File: src/rtl/jal_cfg.svh
/*
 * sizing macros for the jump-and-link lane
 * include wherever widths or depths are needed
 * physical index = {arch reg[4:0], rename slot}
 * queue depth must stay a power of two
 */
`ifndef JAL_CFG_SVH
`define JAL_CFG_SVH

`define JAL_XLEN    64                // data and pc width
`define JAL_RB      2                 // rename bits per arch register
`define JAL_PRW     (5 + `JAL_RB)     // physical register index width
`define JAL_PRN     128               // number of physical registers
`define JAL_QDEPTH  4                 // issue queue entries
`define JAL_QPW     2                 // log2 of queue depth

`endif

File: src/rtl/jal_pkg.sv
/*
 * shared types for the jump-and-link lane
 * opcode enum travels from dispatch through issue to exec
 * queue state enum tracks issue queue occupancy
 */
package jal_pkg;

	// jump opcode carried by each queue entry
	typedef enum logic {
		OP_JAL  = 1'b0,                 // pc-relative, no source
		OP_JALR = 1'b1                  // register-indirect, reads rs1
	} jal_op_e;

	// issue queue occupancy
	typedef enum logic [1:0] {
		Q_EMPTY   = 2'd0,               // nothing to issue
		Q_PARTIAL = 2'd1,               // some entries, room left
		Q_FULL    = 2'd2                // dispatch must hold off
	} q_state_e;

endpackage

File: src/rtl/jal_exec.sv
/*
 * jump-and-link execution unit
 * link value is pc + 4, or pc + 2 for compressed encodings
 * JALR also produces a redirect to (rs1 + imm) with bit 0 cleared
 * all outputs are registered, one cycle after issue
 * flush on the issue edge suppresses the redirect strobe
 */
`timescale 1ns/1ps
`include "jal_cfg.svh"

module jal_exec (
	input  logic                 CLK,
	input  logic                 rst,
	input  logic                 flush,

	input  logic                 issue_valid,
	input  jal_pkg::jal_op_e     issue_op,
	input  logic [`JAL_PRW-1:0]  issue_rd0,
	input  logic [`JAL_XLEN-1:0] issue_src1,
	input  logic [`JAL_XLEN-1:0] issue_pc,
	input  logic [`JAL_XLEN-1:0] issue_imm,
	input  logic                 issue_rvc,

	output logic                 wb_valid,         // to regfile and outside
	output logic [`JAL_PRW-1:0]  wb_rd0,
	output logic [`JAL_XLEN-1:0] wb_res,
	output logic                 redirect_valid,   // to frontend
	output logic [`JAL_XLEN-1:0] redirect_pc
);

	import jal_pkg::*;

	logic [`JAL_XLEN-1:0] link_dnxt;
	logic [`JAL_XLEN-1:0] target_dnxt;
	logic                 redirect_dnxt;

	assign link_dnxt     = issue_pc + (issue_rvc ? `JAL_XLEN'd2 : `JAL_XLEN'd4);
	assign target_dnxt   = (issue_src1 + issue_imm) & ~`JAL_XLEN'd1; // lsb forced to 0
	assign redirect_dnxt = issue_valid & (issue_op == OP_JALR) & ~flush;

	// strobes
	always_ff @(posedge CLK) begin
		if (rst) begin
			wb_valid       <= 1'b0;
			redirect_valid <= 1'b0;
		end else begin
			wb_valid       <= issue_valid;          // writeback completes even under flush
			redirect_valid <= redirect_dnxt;
		end
	end

	// payload, held between issues
	always_ff @(posedge CLK) begin
		if (issue_valid) begin
			wb_rd0      <= issue_rd0;
			wb_res      <= link_dnxt;
			redirect_pc <= target_dnxt;            // only meaningful with redirect_valid
		end
	end

	// a redirect never shows up without its link writeback
	assert property (@(posedge CLK) disable iff (rst)
		redirect_valid |-> wb_valid)
		else $error("redirect without writeback");

endmodule

File: config.mk
export PLATFORM = sky130hd
export DESIGN_NAME = jal_exec
export DESIGN_NICKNAME = d
export VERILOG_FILES = /design/src/rtl/jal_pkg.sv /design/src/rtl/jal_exec.sv
export VERILOG_INCLUDE_DIRS = /design/src /design/src/rtl
export SDC_FILE = /design/constraint.sdc
export NUM_CORES = 1
export LEC_CHECK = 0
export ABC_AREA = 1
export BUFFER_PORTS_ARGS = -buffer_cell sky130_fd_sc_hd__buf_2
export CAP_MARGIN = 20
export CORE_MARGIN = 5
export CORE_UTILIZATION = 36
export DETAILED_ROUTE_END_ITERATION = 6
export GPL_ROUTABILITY_DRIVEN = 0
export PLACE_DENSITY = 0.56
export SLEW_MARGIN = 25
export SYNTH_ARGS = -nofsm -noshare
export SYNTH_HDL_FRONTEND = slang
export SYNTH_SLANG_ARGS = --single-unit
export TNS_END_PERCENT = 100
File: constraint.sdc
create_clock -name CLK -period 2.4 [get_ports CLK]
set_clock_uncertainty 0.2 [all_clocks]
set_input_delay 0.12 -clock CLK [delete_from_list [all_inputs] [get_ports CLK]]
set_output_delay 0.12 -clock CLK [all_outputs]
set_load 0.05 [all_outputs]
# Word level (Yosys, flattened, before mapping)
# Index checks and enable logic that the tools add are counted.
[totals]
regBits = 136
output_inout_bits = 137
word_cells = 11
[classes]
addsub = 2
muxes = 1
bitwise = 3
[ops]
columns = ["op", "count"]
rows = [
  ["$add A64 B3 Y64", 1],
  ["$add A64 B64 Y64", 1],
  ["$mux W3", 1],
  ["$and A1 B1 Y1", 2],
  ["$not A1 Y1", 1],
]

# Logic depth before layout (Yosys ltp)
[logic_depth]
depth_word = 2
mapped_depth = 15

# Least setup slack after synthesis
# No wires, ideal clock.
[synth_timing]
path_kind = "input to register"
from = "input issue_src1[0]"
to = "register redirect_pc[60], data pin"
setup_ns = 0.252
arrival_time_ns = 1.485
required_time_ns = 1.948
path_slack_ns = 0.463
stages = 15
path_buffers = 0
cell_sequence = "nand2_1 inv_1 fa_1 nand3_1 nand3_1 nand2_1 nand2_1 nand2_1 nand2_1 nand2_1 nand2_1 nand2_1 nand2_1 nand2_1 nand2_1"
[synth_between]
elab_chain_cells = 1
[synth_rtl]
columns = ["element", "line", "source"]
rows = [
  ["start, declared", "jal_exec.sv:19", "input logic [`JAL_XLEN-1:0] issue_src1,"],
  ["$add A64 B64 Y64", "jal_exec.sv:38", "assign target_dnxt = (issue_src1 + issue_imm) & ~`JAL_XLEN'd1;"],
  ["named net target_dnxt[60]", "jal_exec.sv:34", "logic [`JAL_XLEN-1:0] target_dnxt;"],
  ["end signal, assigned", "jal_exec.sv:57", "redirect_pc <= target_dnxt;"],
  ["end, declared", "jal_exec.sv:28", "output logic [`JAL_XLEN-1:0] redirect_pc"],
]
# The timed path passes the listed nets, and every way through them passes these cells.
# A chain may end at the register's enable or synchronous reset.

# Worst setup path after layout
[layout_timing]
from = "input issue_pc[2]"
to = "register wb_res[48], data pin"
[layout_between]
elab_chain_cells = 1
[layout_rtl]
columns = ["element", "line", "source"]
rows = [
  ["start, declared", "jal_exec.sv:20", "input logic [`JAL_XLEN-1:0] issue_pc,"],
  ["$add A64 B3 Y64", "jal_exec.sv:37", "assign link_dnxt = issue_pc + (issue_rvc ? `JAL_XLEN'd2 : `JAL_XLEN'd4);"],
  ["named net link_dnxt[48]", "jal_exec.sv:33", "logic [`JAL_XLEN-1:0] link_dnxt;"],
  ["end signal, assigned", "jal_exec.sv:56", "wb_res <= link_dnxt;"],
  ["end, declared", "jal_exec.sv:26", "output logic [`JAL_XLEN-1:0] wb_res,"],
]
# The timed path passes the listed nets, and every way through them passes these cells.

==> flow_summary.html <==
<table>
<tr><th>Metric</th><th>Value</th></tr>
<tr><th colspan="2">Run status</th></tr>
<tr><td>Status</td><td>complete, but fails checks</td></tr>
<tr><td>Failing checks</td><td>design-rule violations</td></tr>
<tr><th colspan="2">Yosys</th></tr>
<tr><td>Post-synthesis register bit count</td><td>136</td></tr>
<tr><td>Post-synthesis net count</td><td>2,022</td></tr>
<tr><td>Combined area of all synthesized cells</td><td>0.0117 mm^2</td></tr>
<tr><td>Count of different cell masters after synthesis</td><td>33</td></tr>
<tr><td>Post-synthesis area per instance</td><td>6.69 um^2</td></tr>
<tr><td>Total number of yosys warnings</td><td>0</td></tr>
<tr><td>Sequential element share of the synthesized area</td><td>34.7%</td></tr>
<tr><td>Gate count after technology mapping</td><td>1,751</td></tr>
<tr><th colspan="2">Min path</th></tr>
<tr><td>Worst Hold Class</td><td>in -&gt; reg</td></tr>
<tr><th colspan="2">Routing</th></tr>
<tr><td>Total detailed-routing wirelength</td><td>42.8 mm</td></tr>
<tr><td>Via count</td><td>12,500</td></tr>
<tr><td>Vias/cell</td><td>4.66</td></tr>
<tr><td>Per-cell routed wire length</td><td>16.0 um</td></tr>
<tr><td>First DRT Iteration DRCs</td><td>771</td></tr>
<tr><td>Drt pass-1 iters</td><td>7</td></tr>
<tr><td>Remaining antenna violation count</td><td>0</td></tr>
<tr><td>DRC violations left</td><td>1</td></tr>
<tr><th colspan="2">Critical path</th></tr>
<tr><td>Setup CP Type</td><td>in -&gt; reg</td></tr>
<tr><td>Worst Path Max Fanout</td><td>4</td></tr>
<tr><td>Crit-path most repeated cell</td><td>sky130_fd_sc_hd__nand2_1</td></tr>
<tr><td>Worst-path cell with the longest stage delay</td><td>sky130_fd_sc_hd__dlygate4sd3_1</td></tr>
<tr><td>Longest individual stage delay on the worst path</td><td>0.55 ns</td></tr>
<tr><td>Worst EP arrival</td><td>2.32 ns</td></tr>
<tr><td>Data required time at the worst endpoint</td><td>2.38 ns</td></tr>
<tr><td>Critical path cell sequence</td><td>dlygate4sd3_1, buf_2, ha_1, nand2_1, a21oi_4, nand2_1, nor2_1, nand3_1, xor2_1</td></tr>
<tr><td>Critical path startpoint category</td><td>primary input</td></tr>
<tr><td>Endpoint class of the critical path</td><td>flop</td></tr>
<tr><th colspan="2">Pwr</th></tr>
<tr><td>Power Dens Cells</td><td>586 mW/mm^2</td></tr>
<tr><td>Internal Power</td><td>5.71 mW</td></tr>
<tr><td>Register share of total power</td><td>33.1%</td></tr>
<tr><td>Maximum vdd ir drop</td><td>0.504 mV</td></tr>
<tr><td>Switching power total</td><td>3.52 mW</td></tr>
<tr><td>Tot Pwr</td><td>9.23 mW</td></tr>
<tr><td>Switching part of the total</td><td>38.2%</td></tr>
<tr><td>Combinational cell fraction of total power</td><td>35.4%</td></tr>
<tr><td>Pleak</td><td>8.49 nW</td></tr>
<tr><td>Clock power share</td><td>31.6%</td></tr>
<tr><th colspan="2">Die</th></tr>
<tr><td>Initial Util</td><td>36.2%</td></tr>
<tr><td>Count of boundary I/O pins</td><td>342</td></tr>
<tr><td>Core area</td><td>0.0324 mm^2</td></tr>
<tr><td>Floorplan row count</td><td>66</td></tr>
<tr><td>Horizontal die dimension</td><td>190 um</td></tr>
<tr><td>Area of the die</td><td>0.0363 mm^2</td></tr>
<tr><td>Die outline height</td><td>190 um</td></tr>
<tr><th colspan="2">Clock tree</th></tr>
<tr><td>Max clock buf depth</td><td>2</td></tr>
<tr><td>Clock buffers created by TritonCTS</td><td>17</td></tr>
<tr><td>Clock tree sinks</td><td>136</td></tr>
<tr><td>CTS clock-pin slew for the worst setup and hold paths</td><td>0.06 ns</td></tr>
<tr><td>H-tree depth</td><td>4</td></tr>
<tr><td>Cell at the root of the clock tree</td><td>sky130_fd_sc_hd__clkbuf_16</td></tr>
<tr><td>CTS tree</td><td>built</td></tr>
<tr><th colspan="2">Final layout</th></tr>
<tr><td>Diode count</td><td>0</td></tr>
<tr><td>Count of nets after finishing</td><td>2,492</td></tr>
<tr><td>Layout cell share with drive strength beyond 1</td><td>19.9%</td></tr>
<tr><td>Area delta synth-&gt;final</td><td>34.4%</td></tr>
<tr><th colspan="2">GRT</th></tr>
<tr><td>Maximum number of pins on one net before global-route repair</td><td>61</td></tr>
<tr><td>Aggregate global routing overflow</td><td>0</td></tr>
<tr><td>Global-route usage over all layers</td><td>23.0%</td></tr>
<tr><td>Wire length of the first global-routing pass</td><td>64.6 mm</td></tr>
<tr><td>Via count of the first global-routing pass</td><td>12,400</td></tr>
<tr><td>Number of antenna violations at the first check in global routing</td><td>0</td></tr>
<tr><th colspan="2">STA</th></tr>
<tr><td>Post-Route Hold Slack</td><td>0.00785 ns</td></tr>
<tr><td>Ratio of final minimum period to clock period</td><td>97.1%</td></tr>
<tr><td>Hold Fails Final Rpt</td><td>0</td></tr>
<tr><td>Crit path time final</td><td>2.33 ns</td></tr>
<tr><td>Number of failing setup endpoints in the final timing report</td><td>0</td></tr>
<tr><td>Post-Route Setup TNS</td><td>0 ns</td></tr>
<tr><td>Max-slew headroom</td><td>64.7%</td></tr>
<tr><td>Slew at the pin closest to its max-slew limit</td><td>0.526 ns</td></tr>
<tr><td>Max-slew violation count</td><td>0</td></tr>
<tr><td>F_max</td><td>429 MHz</td></tr>
<tr><th colspan="2">Run</th></tr>
<tr><td>Max-Cap Viols</td><td>0</td></tr>
<tr><th colspan="2">Placed design</th></tr>
<tr><td>HPWL after detailed placement</td><td>35.6 mm</td></tr>
<tr><td>I/O Buffers</td><td>340</td></tr>
</table>
flip-flops by register name (all words and copies together) (netlist names):
name            count
wb_rd0              7
redirect_valid      1
wb_res             64
wb_valid            1
redirect_pc        63
critical path: cells and delay by family:
family	cells	cell delay, ns
adders and majority gates	1	0.29
AOI/OAI and AO/OA	1	0.19
xor gates and xnor gates	1	0.20
and+or+nand+nor	4	0.83
buffers and inverters	2	0.69
final cells by class:
class | instances | area [um^2]
Clock buffer | 24 | 482
Inverter | 364 | 1370
Clock inverter | 8 | 145
Multi-Input combinational cell | 1250 | 6350
Fill cell | 3300 | 16600
Tap cell | 442 | 553
Timing Repair Buffer | 452 | 2800
Sequential cell | 136 | 4060
stage by stage:
step / util, % / setup WS, ns / cell area, um^2 / instances
finish: 48.7 / 0.0684 / 15800 / 2676
global route: 48.7 / -0.00866 / 15800 / 2676
CTS: 48.3 / 0.0538 / 15600 / 2669
detailed placement: 43.6 / -0.129 / 14100 / 2549
global placement: 43.6 / -0.156 / 14100 / 2549
floorplan: - / 0.463 / 11700 / 1751
layer usage:
layer | track usage [%] | vias up | routed length, um
met3 | 3.50 | 76 | 3170
met1 | 27.9 | 5580 | 17500
li1 | - | 6320 | -
met4 | 8.56 | 0 | 1400
met5 | 0 | - | 0
met2 | 41.4 | 501 | 20800
placed cells by master (no fill, tap or decap), types with 3 or more instances in the layout:
cell type and instances:
sky130_fd_sc_hd__o21bai_1 3, sky130_fd_sc_hd__nand2_2 10, sky130_fd_sc_hd__buf_4 23, sky130_fd_sc_hd__edfxtp_1 134, sky130_fd_sc_hd__clkbuf_16 17, sky130_fd_sc_hd__clkbuf_8 3, sky130_fd_sc_hd__nor2_2 10, sky130_fd_sc_hd__a21oi_1 48
sky130_fd_sc_hd__nor3_1 40, sky130_fd_sc_hd__bufinv_16 4, sky130_fd_sc_hd__inv_2 4, sky130_fd_sc_hd__nor2_4 8, sky130_fd_sc_hd__buf_2 338, sky130_fd_sc_hd__nand2_1 677, sky130_fd_sc_hd__nand3_1 65, sky130_fd_sc_hd__nor4_1 5
sky130_fd_sc_hd__dlygate4sd3_1 88, sky130_fd_sc_hd__nand4_1 25, sky130_fd_sc_hd__ha_1 63, sky130_fd_sc_hd__clkbuf_1 4, sky130_fd_sc_hd__nor2_1 166, sky130_fd_sc_hd__inv_1 359, sky130_fd_sc_hd__xor2_1 79, sky130_fd_sc_hd__o21ai_0 7
sky130_fd_sc_hd__xnor2_1 20, sky130_fd_sc_hd__nor3_2 7
path summary, 6_finish.rpt:
kind / start / end / slack (ns) / cells past startpoint
max: issue_pc[2] / wb_res[48]$_DFFE_PP_ / 0.07 / 9
min: issue_src1[61] / redirect_pc[61]$_DFFE_PP_ / 0.008 / 4
logic make-up after synthesis:
group                    count (synthesis)  share of synthesized area (%)
AO/OA/AOI/OAI                           60                           2.78
XOR/XNOR                               100                           7.47
buffers and inverters                  365                           11.7
adder cells (fa/ha/maj)                 66                           7.17
other                                    1                         0.0320
flip-flops                             136                           34.7
AND/OR/NAND/NOR                       1023                           36.1
cell usage after synthesis (all sizes together):
master	n	area, um^2
nand2	688	2610
inv	364	1370
nor2	185	776
edfxtp	134	4020
xor2	80	701
nand3	67	335
ha	64	801
a21oi	49	257
nor3	48	282
nand4	25	156
xnor2	20	175
o21ai	7	35.0
nor4	5	31.3
o21bai	4	33.8
nand3b	3	35.0
dfxtp	2	40.0
fa	2	40.0
and2	1	6.26
buf	1	7.51
conb	1	3.75
or2	1	6.26
power groups by stage:
stage | clock network [mW] | registers (mW) | logic, mW
final | 2.91 | 3.05 | 3.26
after CTS | 2.96 | 3.06 | 3.25
after global placement | 0 | 3.11 | 3.11
after global routing | 3.05 | 3.08 | 3.53
after detailed placement | 0 | 3.10 | 3.11
after floorplan | 0 | 4.06 | 1.12
repair_timing:
item / 4_1_cts / 5_1_grt
setup buffers: 0 / 8
resized for setup: 0 / 18
hold buffers: 88 / 0
endpoints found under the hold margin: 92 / 0
setup endpoints to repair: 0 / 20
(Power assumes the default switching activity.)
