### src/rtl/jal_cfg.svh
/*
 * sizing macros for the jump-and-link lane
 * include wherever widths or depths are needed
 * physical index = {arch reg[4:0], rename slot}
 * queue depth must stay a power of two
 */
`ifndef JAL_CFG_SVH
`define JAL_CFG_SVH

`define JAL_XLEN    64                // data and pc width
`define JAL_RB      2                 // rename bits per arch register
`define JAL_PRW     (5 + `JAL_RB)     // physical register index width
`define JAL_PRN     128               // number of physical registers
`define JAL_QDEPTH  4                 // issue queue entries
`define JAL_QPW     2                 // log2 of queue depth

`endif

### src/rtl/jal_pkg.sv
/*
 * shared types for the jump-and-link lane
 * opcode enum travels from dispatch through issue to exec
 * queue state enum tracks issue queue occupancy
 */
package jal_pkg;

	// jump opcode carried by each queue entry
	typedef enum logic {
		OP_JAL  = 1'b0,                 // pc-relative, no source
		OP_JALR = 1'b1                  // register-indirect, reads rs1
	} jal_op_e;

	// issue queue occupancy
	typedef enum logic [1:0] {
		Q_EMPTY   = 2'd0,               // nothing to issue
		Q_PARTIAL = 2'd1,               // some entries, room left
		Q_FULL    = 2'd2                // dispatch must hold off
	} q_state_e;

endpackage

### src/rtl/jal_issue.sv
/*
 * in-order issue queue for JAL/JALR
 * dispatch pushes at the tail, only the head is ever examined
 * a JALR head waits on its rs1 ready bit, a JAL issues as soon as it is head
 * flush empties the queue and holds off issue while high
 */
`timescale 1ns/1ps
`include "jal_cfg.svh"

module jal_issue (
	input  logic                 CLK,
	input  logic                 rst,
	input  logic                 flush,

	input  logic                 dispatch_valid,   // strobe, only while not full
	input  jal_pkg::jal_op_e     dispatch_op,
	input  logic [`JAL_PRW-1:0]  dispatch_rd0,
	input  logic [`JAL_PRW-1:0]  dispatch_rs1,
	input  logic [`JAL_XLEN-1:0] dispatch_pc,
	input  logic [`JAL_XLEN-1:0] dispatch_imm,
	input  logic                 dispatch_rvc,
	output logic                 issue_full,

	output logic [`JAL_PRW-1:0]  rd_idx,           // to regfile read port
	input  logic [`JAL_XLEN-1:0] rd_data,
	input  logic                 rd_ready,

	output logic                 issue_valid,
	output jal_pkg::jal_op_e     issue_op,
	output logic [`JAL_PRW-1:0]  issue_rd0,
	output logic [`JAL_XLEN-1:0] issue_src1,
	output logic [`JAL_XLEN-1:0] issue_pc,
	output logic [`JAL_XLEN-1:0] issue_imm,
	output logic                 issue_rvc
);

	import jal_pkg::*;

	// queue payload
	jal_op_e              q_op  [`JAL_QDEPTH];
	logic [`JAL_PRW-1:0]  q_rd0 [`JAL_QDEPTH];
	logic [`JAL_PRW-1:0]  q_rs1 [`JAL_QDEPTH];
	logic [`JAL_XLEN-1:0] q_pc  [`JAL_QDEPTH];
	logic [`JAL_XLEN-1:0] q_imm [`JAL_QDEPTH];
	logic                 q_rvc [`JAL_QDEPTH];

	logic [`JAL_QPW-1:0] head;
	logic [`JAL_QPW-1:0] tail;
	logic [`JAL_QPW-1:0] head_nxt;
	logic [`JAL_QPW-1:0] tail_nxt;
	q_state_e            state;

	logic push;
	logic pop;
	logic head_ready;

	assign push     = dispatch_valid;
	assign pop      = issue_valid;
	assign head_nxt = head + 1'b1;             // pointers wrap, depth is a power of two
	assign tail_nxt = tail + 1'b1;

	assign issue_full = (state == Q_FULL);

	// head lookup, src read goes straight to the regfile
	assign rd_idx     = q_rs1[head];
	assign head_ready = (q_op[head] == OP_JAL) | rd_ready; // JAL has no source
	assign issue_valid = (state != Q_EMPTY) & head_ready & ~flush;

	assign issue_op   = q_op[head];
	assign issue_rd0  = q_rd0[head];
	assign issue_src1 = rd_data;
	assign issue_pc   = q_pc[head];
	assign issue_imm  = q_imm[head];
	assign issue_rvc  = q_rvc[head];

	// pointers and occupancy
	always_ff @(posedge CLK) begin
		if (rst || flush) begin
			head  <= '0;
			tail  <= '0;
			state <= Q_EMPTY;                      // flush drops everything queued
		end else begin
			if (push) begin
				tail <= tail_nxt;
			end
			if (pop) begin
				head <= head_nxt;
			end
			if (push && !pop) begin
				state <= (tail_nxt == head) ? Q_FULL : Q_PARTIAL;
			end else if (pop && !push) begin
				state <= (head_nxt == tail) ? Q_EMPTY : Q_PARTIAL;
			end
		end
	end

	// entry payload, written at the tail
	always_ff @(posedge CLK) begin
		if (push) begin
			q_op[tail]  <= dispatch_op;
			q_rd0[tail] <= dispatch_rd0;
			q_rs1[tail] <= dispatch_rs1;
			q_pc[tail]  <= dispatch_pc;
			q_imm[tail] <= dispatch_imm;
			q_rvc[tail] <= dispatch_rvc;
		end
	end

	// dispatcher must watch issue_full
	assert property (@(posedge CLK) disable iff (rst)
		dispatch_valid |-> state != Q_FULL)
		else $error("dispatch while issue queue full");

	// a live head entry means the pointers differ unless the queue is full
	assert property (@(posedge CLK) disable iff (rst)
		issue_valid |-> (head != tail) || (state == Q_FULL))
		else $error("issue from an empty queue");

endmodule

### config.mk
export PLATFORM = sky130hd
export DESIGN_NAME = jal_issue
export DESIGN_NICKNAME = d
export VERILOG_FILES = /design/src/rtl/jal_pkg.sv /design/src/rtl/jal_issue.sv
export VERILOG_INCLUDE_DIRS = /design/src /design/src/rtl
export SDC_FILE = /design/constraint.sdc
export NUM_CORES = 1
export LEC_CHECK = 0
export ABC_AREA = 1
export BUFFER_PORTS_ARGS = -buffer_cell sky130_fd_sc_hd__buf_2
export CAP_MARGIN = 30
export CORE_UTILIZATION = 45
export CTS_BUF_LIST = sky130_fd_sc_hd__clkbuf_4 sky130_fd_sc_hd__clkbuf_8
export CTS_CLUSTER_SIZE = 14
export DETAILED_ROUTE_END_ITERATION = 12
export PLACE_DENSITY = 0.77
export SETUP_SLACK_MARGIN = 0.3
export SYNTH_ARGS = -nofsm -noshare
export SYNTH_HDL_FRONTEND = slang
export SYNTH_SLANG_ARGS = --single-unit
export TNS_END_PERCENT = 1
### constraint.sdc
create_clock -name CLK -period 4.5 [get_ports CLK]
set_input_delay 0.675 -clock CLK [delete_from_list [all_inputs] [get_ports CLK]]
set_output_delay 0.675 -clock CLK [all_outputs]
set_load 0.01 [all_outputs]
## Word-level counts from Yosys, hierarchy flattened

Memories as Yosys holds them, arrays and structs flattened. A register that Yosys moved wholly into a read port is not among the register bits.
Cells that the tools add are included.

- Flip-flop bits (word level): 6
- Memory bits (writable): 576
- Input bits: 213
- Output and inout bits: 210
- Word-level logic and storage cells: 44
- Memories kept: 6

- Add/subtract/negate cells: 2
- Equal/unequal tests: 3
- Mux-type cells: 18
- Bitwise operators: 5
- Reduce and logical (&&, ||, !) cells: 7

Memories:

| name | words | width | rd ports | clocked after memory_dff | write ports | RTL line | text |
|---|---|---|---|---|---|---|---|
| q_imm | 4 | 64 | 1 | 1 | 1 | jal_issue.sv:44 | `` logic [`JAL_XLEN-1:0] q_imm [`JAL_QDEPTH]; `` |
| q_pc | 4 | 64 | 1 | 1 | 1 | jal_issue.sv:43 | `` logic [`JAL_XLEN-1:0] q_pc [`JAL_QDEPTH]; `` |
| q_rd0 | 4 | 7 | 1 | 1 | 1 | jal_issue.sv:41 | `` logic [`JAL_PRW-1:0] q_rd0 [`JAL_QDEPTH]; `` |
| q_rs1 | 4 | 7 | 1 | 1 | 1 | jal_issue.sv:42 | `` logic [`JAL_PRW-1:0] q_rs1 [`JAL_QDEPTH]; `` |
| q_op | 4 | 1 | 1 | 1 | 1 | jal_issue.sv:40 | `` jal_op_e q_op [`JAL_QDEPTH]; `` |
| q_rvc | 4 | 1 | 1 | 1 | 1 | jal_issue.sv:45 | `` logic q_rvc [`JAL_QDEPTH]; `` |

Operator list:

| kind | number |
|---|---|
| $mux W2 | 15 |
| $add A2 B1 Y2 const B | 2 |
| $eq A2 B2 Y1 | 2 |
| $reduce_bool A2 Y1 | 2 |
| $mux W1 | 3 |
| $and A1 B1 Y1 | 2 |
| $eq A2 B2 Y1 const B | 1 |
| $logic_and A1 B1 Y1 | 2 |
| $logic_not A1 Y1 | 2 |
| $not A1 Y1 | 2 |
| $logic_or A1 B1 Y1 | 1 |
| $or A1 B1 Y1 | 1 |

## Depth between registers and ports, before layout

Gate-level depths: netlist (run 1).

- Depth in word-level cells: 7
- Mapped depth: 12
- Gate-level depth less buffers: 10

## Worst setup path after synthesis (run 1)

OpenSTA, ideal clock, no wires.

- Path kind: input to register
- Start point: input port dispatch_valid
- End point: memory q_imm[1][0] in the netlist's numbering (enable)
- Library setup time: 0.497 ns
- Data arrival time: 3.480 ns
- Data required time: 4.003 ns
- Path slack: 0.524 ns
- Cell stages on the path: 2
- Buffers on the path: 0
- Cell sequence: nand2_1 > inv_1

- Cells in the longest elaborated chain, start to end: 2

RTL lines:

| item | RTL line | text |
|---|---|---|
| from (decl) | jal_issue.sv:15 | `input logic dispatch_valid,` |
| $mux W1 | jal_issue.sv:99 | `if (push) begin` |
| $mux W1 (not written as such) | jal_issue.sv:104 | `q_imm[tail] <= dispatch_imm;` |
| to (decl) | jal_issue.sv:44 |  |

No other way between the ends.

==> flow_summary.yaml, run 1 <==
pwr:
  pwr-share-comb_pct: 5.7
  p_sw_share_pct: 21.69
  finalPower_w: 0.01122
  pwr-share-clk_pct: 39.2
  p_leak_nw: 8.990
  switchingPower_w: 0.002432
  cell_internal_pwr_w: 0.008783
  vdd_drop_max_mv: 0.3487
  power_frac_seq_pct: 55.1
  power.density_mw_per_mm2: 437.7
clock_tree:
  holdBufCountCts: 0
  root_buffer: "clkbuf_8"
  cts.sinks: 584
  h-tree-depth: 3
  cts_buffer_depth: 3
  worstSkewPairLatency_ns: 0.67
  cts_buffers: 93
  cts_setup_buffers: 0
  cts_tree: "done"
  post_cts_resized: 0
  clkTransAtPathRegs_ns: 0.06
yosys:
  synth_cell_types: 24
  ys_warn_count: 0
  yosys-top-cells-area: "edfxtp_1 (77%), nor2_1 (4.9%), o21ai_0 (4.6%), o22ai_1 (4.0%), buf_4 (2.2%)"
  synth_area_mm2: 0.02238
  seq_area_frac_synth_pct: 78.01
  syn_nets: 1746
  yosys.area.top_type: "edfxtp_1"
  synth.top_cell.area_share_pct: 77.29
  avgSynthCellArea_um2: 14.65
  ys_ff_latch: 584
  postSynthCellCount: 1528
timing:
  timing.setup.tns_ns: 0
  hold_violations: 0
  timing.final.crit_share_pct: 85.55
  slew_headroom_pct: 38.28
  max_freq_mhz: 259.8
  finClkSkew_ns: 0.01769
  period_needed_ns: 3.850
  tightest_slew_ns: 0.9258
  slew_viol_final: 0
  setup_viol: 0
  rsz0062_at_grt: "no"
worst_setup_path:
  path_max_fanout: 147
  reg2reg_slack_ns: 2.17
  cp_slowest_cell: "buf_4"
  worst_setup_path_start_kind: "flip-flop"
  r2r_cells: 5
  cp-end-kind: "output port"
  regToRegStartpoint: "tail[0]"
  cp_cell_sequence: "buf_12, buf_4, o21ai_0, o22ai_1, buf_2"
  crit_buf_inv: 3
  crit_type: "flip-flop to output port"
  crit_family: "buffers and inverters"
  timing.critical_path.slowest_cell_delay_ns: 0.65
  timing.rr.end: "q_pc[0][31]"
  cp.arrival_ns: 3.17
  crit_required_ns: 3.83
global_routing:
  met3_usage_pct: 6.741
  track_usage_pct: 20.71
  grt_pass1_vias: 13550
  grt.busiest_layer: "met2"
  grt_util_met2_pct: 32.98
  grt_max_degree: 213
  gr-total-overflow: 0
  antenna_found_initial: 9
  grt_pass1_wl_um: 78460
  grt_util_met1_pct: 23.36
place:
  portBuffers: 294
  gp_congestion: 0.7826
  placedCellCount: 2348
  dp.final_hpwl_um: 30450
die:
  rows: 81
  initial_core_util_pct: 45.72
  die-width_um: 225.0
  die_h_um: 225.0
  core_mm2: 0.04895
  dieArea_mm2: 0.05063
  ios: 423
final_layout:
  regArea_mm2: 0.01746
  final_common_cell: "edfxtp_1"
  final_cell_mix: "edfxtp_1 (576), buf_2 (294), nor2_1 (293)"
  fin_cells: 2518
  drive_gt1_share_pct: 25.24
  final_net_count: 1997
  multi_input_area_mm2: 0.003709
  nFillCells: 3935
  area_growth_pct: 14.49
min_path:
  hold_end: "q_pc[0][30]"
  hold_start: "dispatch_pc[30]"
  hold_path_depth: 1
  min_path_type: "input pin to flip-flop"
route:
  viasPerCell: 5.374
  drc_errors: 0
  ant_nets: 0
  firstDrtPassIters: 5
  wl_per_cell_um: 21.02
  drt_iter0_markers: 1180
  via_count: 13530
  drt_wl_total_um: 52930
run_status:
  status: "completed"
run:
  cap_violations: 0
## kinds of logic (layout without fill, tap and decap cells)
| logic type | count (synthesis) | count (layout) | share of synthesized area [%] |
|---|---|---|---|
| compound gates | 439 | 439 | 10.63 |
| xor+xnor | 1 | 1 | 0.03914 |
| fa+ha+maj | 5 | 5 | 0.2795 |
| buf+inv | 173 | 495 | 5.423 |
| flops | 584 | 584 | 78.01 |
| other cells | 0 | 4 | 0 |
| simple gates | 326 | 326 | 5.625 |
## synth_stat cells
master,n
inv_12,1
o21ai_1,85
clkbuf_2,10
o21ai_0,204
nor2_1,293
clkbuf_1,32
and2_1,1
nand3_1,5
edfxtp_1,576
o22ai_1,143
nand3_2,2
nand3_4,1
dfxtp_1,8
buf_4,66
buf_2,18
a21boi_0,1
xnor2_1,1
ha_1,5
inv_1,13
inv_4,1
a21oi_1,6
nand2_1,24
buf_6,29
buf_12,3
## per-stage QoR
| step | hold slack (ns) | worst slack (ns) | instance area [µm²] | util (%) |
|---|---|---|---|---|
| final | 0.2156 | 0.6501 | 25620 | 52.34 |
| after global routing | 0.1540 | 0.5024 | 25620 | 52.33 |
| after CTS | 0.1220 | 0.6506 | 25610 | 52.32 |
| after detailed placement | 0.5260 | 1.465 | 23790 | 48.60 |
| after global placement | 0.5220 | 1.544 | 23790 | 48.60 |
| after floorplan | 0.4934 | 0.5236 | 22380 | - |
## metal layers
layer  wire length (µm)  vias to the layer above  share of wire, %
met2              25060                      510                47
met3               4688                      178               8.9
met1              19700                     6640                37
met5                 60                        -              0.11
li1                   -                     6194                 -
met4               3415                       10               6.5
## how the worst max path moves through the flow
stage	startpoint	to	slack (ns)	depth (start not counted)
3_5_place_dp	flip-flop	issue_pc[44]	1.46	5
5_1_grt	flip-flop	issue_imm[13]	0.50	5
3_3_place_gp	flip-flop	issue_pc[42]	1.54	5
2_1_floorplan	dispatch_valid	q_imm[1][0]	0.52	2
4_1_cts	flip-flop	rd_idx[5]	0.65	5
6_report	flip-flop	rd_idx[5]	0.65	5
## worst register-to-register path, delay by kind of cell (launching register included)
kind | cells | cell delay [ns]
adder cells (fa/ha/maj) | 1 | 0.16
buffers and inverters | 3 | 1.36
flip-flops | 1 | 0.35
AND/OR/NAND/NOR | 1 | 0.10
## state kept, by name, summed over array words and instances, names as in the netlist, named ones only
name	flops
q_imm	256
state	2
tail	2
q_rvc	4
q_pc	256
head	2
q_op	4
q_rd0	28
q_rs1	28
## layout make-up
| cell class | count | area share [%] |
|---|---|---|
| Antenna cell | 4 | 0.03907 |
| Clock buffer | 124 | 5.953 |
| Clock inverter | 42 | 1.152 |
| Inverter | 15 | 0.3565 |
| Multi-Input combinational cell | 771 | 14.47 |
| Sequential cell | 584 | 68.16 |
| Tap cell | 664 | 3.243 |
| Timing Repair Buffer | 314 | 6.622 |
## power by group through the flow
stage               Combinational, W  Clock [W]  Sequential [W]
finish                      0.000635    0.00440         0.00618
CTS                         0.000641    0.00450         0.00618
global route                0.000693    0.00475         0.00619
detailed placement          0.000638          0         0.00629
global placement            0.000617          0         0.00628
floorplan                   0.000375          0         0.00630
Power figures use the tool's default switching activity.
==> run 2, diff against run 1 <==
--- a/config.mk
+++ b/config.mk
@@ -14,6 +14,7 @@
 export CTS_CLUSTER_SIZE = 14
 export DETAILED_ROUTE_END_ITERATION = 12
 export PLACE_DENSITY = 0.77
+export REMOVE_ABC_BUFFERS = 1
 export SETUP_SLACK_MARGIN = 0.3
 export SYNTH_ARGS = -nofsm -noshare
 export SYNTH_HDL_FRONTEND = slang
==> run 2 against run 1 <==
  * Critical path type unchanged
  * Via count is 1.5% higher
  * First-iteration DRC count is 9.3% higher
  * Critical endpoint is now issue_imm[2]
  * Total power is 1.1% higher
  * Count of clock-buffer cells in the layout is 5 higher
  * Setup slack better by 0.17 ns
  * Clock power is 3% higher
  * Wire length is 3.1% higher
  * Combinational power is 0.8% lower
  * Sequential power hardly changed
  * Critical path depth is 1 higher
  * Final cell count hardly changed
==> flow_summary.yaml, run 2 (same netlist as run 1, synthesis figures left out) <==
final_layout:
  final_net_count: 1995
  reg_top3: "q_imm: 256 flops, q_pc: 256 flops"
  area_growth_pct: 14.79
  final_cell_mix: "edfxtp_1 (576), buf_2 (294), nor2_1 (293)"
  drive_gt1_share_pct: 25.43
  final_common_cell: "edfxtp_1"
place:
  gp_congestion: 0.7685
  place_ws_ns: 1.568
  portBuffers: 294
  dp.final_hpwl_um: 31470
route:
  drt_iter0_markers: 1290
  via_count: 13740
  drt_wl_total_um: 54560
  ant_nets: 0
  drc_errors: 0
  viasPerCell: 5.459
  wl_per_cell_um: 21.68
  firstDrtPassIters: 6
global_routing:
  grt_pass1_wl_um: 79120
  grt.busiest_layer: "met2"
  antenna_found_initial: 8
  gr-total-overflow: 0
  grt_max_degree: 243
  grt_util_met1_pct: 24.52
  grt_pass1_vias: 13290
  track_usage_pct: 21.06
  met3_usage_pct: 13.00
  grt_util_met2_pct: 31.00
timing:
  max_freq_mhz: 271.4
  timing.final.crit_share_pct: 81.88
  tightest_slew_ns: 0.9100
  timing.setup.tns_ns: 0
  slew_headroom_pct: 39.34
  hold_slack_ns: 0.2141
  hold_violations: 0
  rsz0062_at_grt: "no"
  period_needed_ns: 3.685
  fin_ws_ns: 0.8153
  setup_viol: 0
  finClkSkew_ns: 0.02630
  slew_viol_final: 0
min_path:
  min_path_type: "input pin to flip-flop"
  hold_path_depth: 1
pwr:
  finalPower_w: 0.01134
  vdd_drop_max_mv: 0.3228
  power.density_mw_per_mm2: 441.4
  p_leak_nw: 9.046
die:
  die-width_um: 225.0
  rows: 81
  core_mm2: 0.04895
  initial_core_util_pct: 45.72
  die_h_um: 225.0
  dieArea_mm2: 0.05063
  ios: 423
clock_tree:
  cts_buffer_depth: 3
  holdBufCountCts: 0
  post_cts_resized: 0
  clkTransAtPathRegs_ns: 0.06
  cts_tree: "done"
  worstSkewPairLatency_ns: 0.67
  cts_setup_buffers: 0
  cts_buffers: 94
  h-tree-depth: 3
  root_buffer: "clkbuf_8"
  cts.sinks: 584
worst_setup_path:
  cp.arrival_ns: 3.01
  r2r_cells: 10
  worst_setup_path_start_kind: "flip-flop"
  crit_required_ns: 3.83
  crit_type: "flip-flop to output port"
  cp-end-kind: "output port"
  path_max_fanout: 127
  reg2reg_slack_ns: 1.91
run:
  cap_violations: 0
run_status:
  status: "completed"
## run 2: cell count changes in the layout (fill, tap and decap cells not counted), moves of 2 or more
| cell | previous run | this run |
|---|---|---|
| clkbuf_4 | 29 | 32 |
| clkinv_2 | 8 | 12 |
| clkbuf_8 | 95 | 97 |
| clkinv_4 | 0 | 2 |
| clkinv_1 | 24 | 19 |
| buf_4 | 14 | 9 |
| clkinvlp_4 | 6 | 0 |
## run 2: critical path, stage by stage, from the launching register on
cell	delay (ns)
dfxtp_4	0.55
inv_12	0.41
buf_16	0.45
buf_4	0.36
o21ai_0	0.11
o22ai_1	0.17
buf_2	0.17
## run 2: path summary, 6_finish.rpt
check / from / end
worst max register to register: flip-flop / state[0]
worst min-delay path: dispatch_imm[51] / q_imm[0][51]
worst min register to register: tail[0] / tail[0]
worst max-delay path: flip-flop / issue_imm[2]
## run 2: area by class of cell
cell class	instances	area, µm²
diodes	5	12.51
multi-input cells	771	3709
clock inverters	38	299.0
repair buffers	311	1707
inverters	15	91.34
clock buffers	129	1575
well taps	664	830.8
flip-flops and latches	584	17460
fillers	3919	23260
## run 2: metal layers
layer,up-vias,part of all wire (%)
li1,6188,-
met1,6711,37
met2,710,45
met3,116,14
met4,16,2.3
met5,-,0.69
## run 2: where the power goes
part	total (W)	switching (W)	internal (W)
registers	0.00618	0.0000426	0.00614
logic	0.000630	0.000413	0.000217
clock network	0.00453	0.00198	0.00255
total	0.0113	0.00244	0.00890
## run 2: per-stage QoR
step                cells  utilization [%]  instance area (µm²)
floorplan            1370                -                21240
global placement     2344            48.57                23770
global route         2514            52.46                25680
CTS                  2511            52.40                25650
detailed placement   2344            48.57                23770
finish               2517            52.48                25690
==> run 3, diff against run 2 <==
--- a/config.mk
+++ b/config.mk
@@ -13,7 +13,7 @@
 export CTS_BUF_LIST = sky130_fd_sc_hd__clkbuf_4 sky130_fd_sc_hd__clkbuf_8
 export CTS_CLUSTER_SIZE = 14
 export DETAILED_ROUTE_END_ITERATION = 12
-export PLACE_DENSITY = 0.77
+export PLACE_DENSITY = 0.8
 export REMOVE_ABC_BUFFERS = 1
 export SETUP_SLACK_MARGIN = 0.3
 export SYNTH_ARGS = -nofsm -noshare
==> constraint.sdc (replaced) <==
create_clock -name CLK -period 3.1 [get_ports CLK]
set_input_delay 0.465 -clock CLK [delete_from_list [all_inputs] [get_ports CLK]]
set_output_delay 0.465 -clock CLK [all_outputs]
set_load 0.01 [all_outputs]
==> run 3 against run 2 <==
  * Setup slack got worse by 0.49 ns
  * Sequential power increased by 45%
  * Final cell count grew 6.4%
  * Register-to-register slack got worse by 0.80 ns
  * Via count increased by 8.5%
  * Wire length rose by 12%
  * Critical endpoint is now issue_imm[53]
==> flow_summary.yaml, run 3 (same netlist as run 1, synthesis figures left out) <==
worst_setup_path:
  crit_buf_inv: 2
  cp_cell_sequence: "buf_16, o21ai_0, o22ai_1, buf_2"
  cp.arrival_ns: 2.31
  cp-end-kind: "output port"
  cp_num_cells: 4
  worst_setup_path_start_kind: "flip-flop"
  crit_type: "flip-flop to output port"
  timing.critical_path.slowest_cell_delay_ns: 0.57
  cp_slowest_cell: "dfxtp_4"
  crit_required_ns: 2.63
  path_max_fanout: 78
  r2r_cells: 9
  crit_family: "flip-flops"
global_routing:
  antenna_found_initial: 4
  grt_pass1_vias: 15340
  track_usage_pct: 23.70
  gr-total-overflow: 0
  grt_pass1_wl_um: 89130
  grt_max_degree: 79
die:
  die-width_um: 225.0
  ios: 423
  rows: 81
  dieArea_mm2: 0.05063
  die_h_um: 225.0
  core_mm2: 0.04895
  initial_core_util_pct: 45.72
clock_tree:
  clkTransAtPathRegs_ns: 0.06
  cts_buffers: 91
  cts_buffer_depth: 3
  root_buffer: "clkbuf_8"
  cts_tree: "done"
  worstSkewPairLatency_ns: 0.66
  h-tree-depth: 3
  cts.sinks: 584
final_layout:
  final_net_count: 2162
  final_common_cell: "edfxtp_1"
  area_growth_pct: 22.53
  regArea_mm2: 0.01746
  final_cell_mix: "edfxtp_1 (576), buf_2 (294), nor2_1 (293)"
  drive_gt1_share_pct: 24.30
  fin_area_mm2: 0.02742
  nFillCells: 3648
  final_util_pct: 56.02
  multi_input_area_mm2: 0.003709
  reg_top3: "q_imm: 256 flops, q_pc: 256 flops"
  fin_cells: 2679
pwr:
  p_leak_nw: 9.795
  vdd_drop_max_mv: 0.5979
  power.density_mw_per_mm2: 601.8
  finalPower_w: 0.01650
route:
  drt_wl_total_um: 60840
  drc_errors: 0
  drt_iter0_markers: 1343
  viasPerCell: 5.566
  firstDrtPassIters: 6
  wl_per_cell_um: 22.71
  ant_nets: 0
  via_count: 14910
timing:
  slew_headroom_pct: 53.57
  period_needed_ns: 2.779
  finClkSkew_ns: 0.01387
  rsz0062_at_grt: "yes"
  max_freq_mhz: 359.8
  timing.final.crit_share_pct: 89.65
  setup_viol: 0
  tightest_slew_ns: 0.6964
  hold_violations: 0
  slew_viol_final: 0
place:
  placedCellCount: 2368
  portBuffers: 294
  dpl-instance-area_mm2: 0.02408
  dp.final_hpwl_um: 33440
  gp_congestion: 0.7987
min_path:
  hold_path_depth: 1
  min_path_type: "input pin to flip-flop"
run:
  cap_violations: 0
run_status:
  status: "completed"
==> run 3: changes by cell type in the layout (fill, tap and decap cells not counted), moves of 2 or more <==
cell,delta
buf_12,+8
bufinv_16,-2
dlygate4sd3_1,+143
buf_4,+14
diode_2,-2
buf_16,+3
clkinv_4,-2
clkinv_1,+2
clkinv_2,-5
==> run 3: path summary, 6_finish.rpt <==
path	slack (ns)	start	to
worst max-delay path	0.32	flip-flop	issue_imm[53]
worst min-delay path	0.08	dispatch_imm[60]	q_imm[3][60]
worst max register to register	1.11	flip-flop	state[1]
worst min register to register	0.55	tail[0]	tail[0]
==> run 3: timing repair <==
| action | in CTS | in global routing |
|---|---|---|
| gates cloned | 3 | 0 |
| hold buffers | 143 | 0 |
| buffers inserted | 1 | 0 |
| setup endpoints to repair | 75 | 50 |
| hold endpoints to repair | 572 | 0 |
| pin swaps | 0 | 0 |
| gates resized for setup | 3 | 1 |
==> run 3: layout make-up <==
type                    count  area share (%)
multi-input cells         771           13.53
well taps                 664           3.030
diodes                      3         0.02738
inverters                  15          0.3468
flip-flops and latches    584           63.69
clock buffers             129           5.745
repair buffers            480           12.83
repair inverters            1         0.03194
clock inverters            32          0.7712
==> run 3: metal layers <==
| metal | vias to the layer above | GRT usage (%) | routed length [µm] |
|---|---|---|---|
| met5 | - | 5.376 | 404 |
| met4 | 12 | 9.260 | 1715 |
| met3 | 166 | 12.19 | 7874 |
| met2 | 886 | 36.79 | 28380 |
| met1 | 7332 | 27.41 | 22460 |
| li1 | 6514 | - | - |
==> run 3: report_power, final <==
group | internal (W) | switching, W
registers | 0.00891 | 0.0000596
logic | 0.000462 | 0.000672
clock network | 0.00350 | 0.00289
==> run 3: per-stage QoR <==
| stage | worst slack (ns) | hold WS [ns] | TNS [ns] |
|---|---|---|---|
| 3_3_place_gp | 0.9471 | 0.5188 | 0 |
| 4_1_cts | 0.2624 | 0.002577 | 0 |
| 5_1_grt | 0.2223 | 0.007137 | 0 |
| 6_report | 0.3208 | 0.08265 | 0 |
| 2_1_floorplan | -4.027 | 0.4934 | -1015.90 |
| 3_5_place_dp | 0.9082 | 0.5452 | 0 |
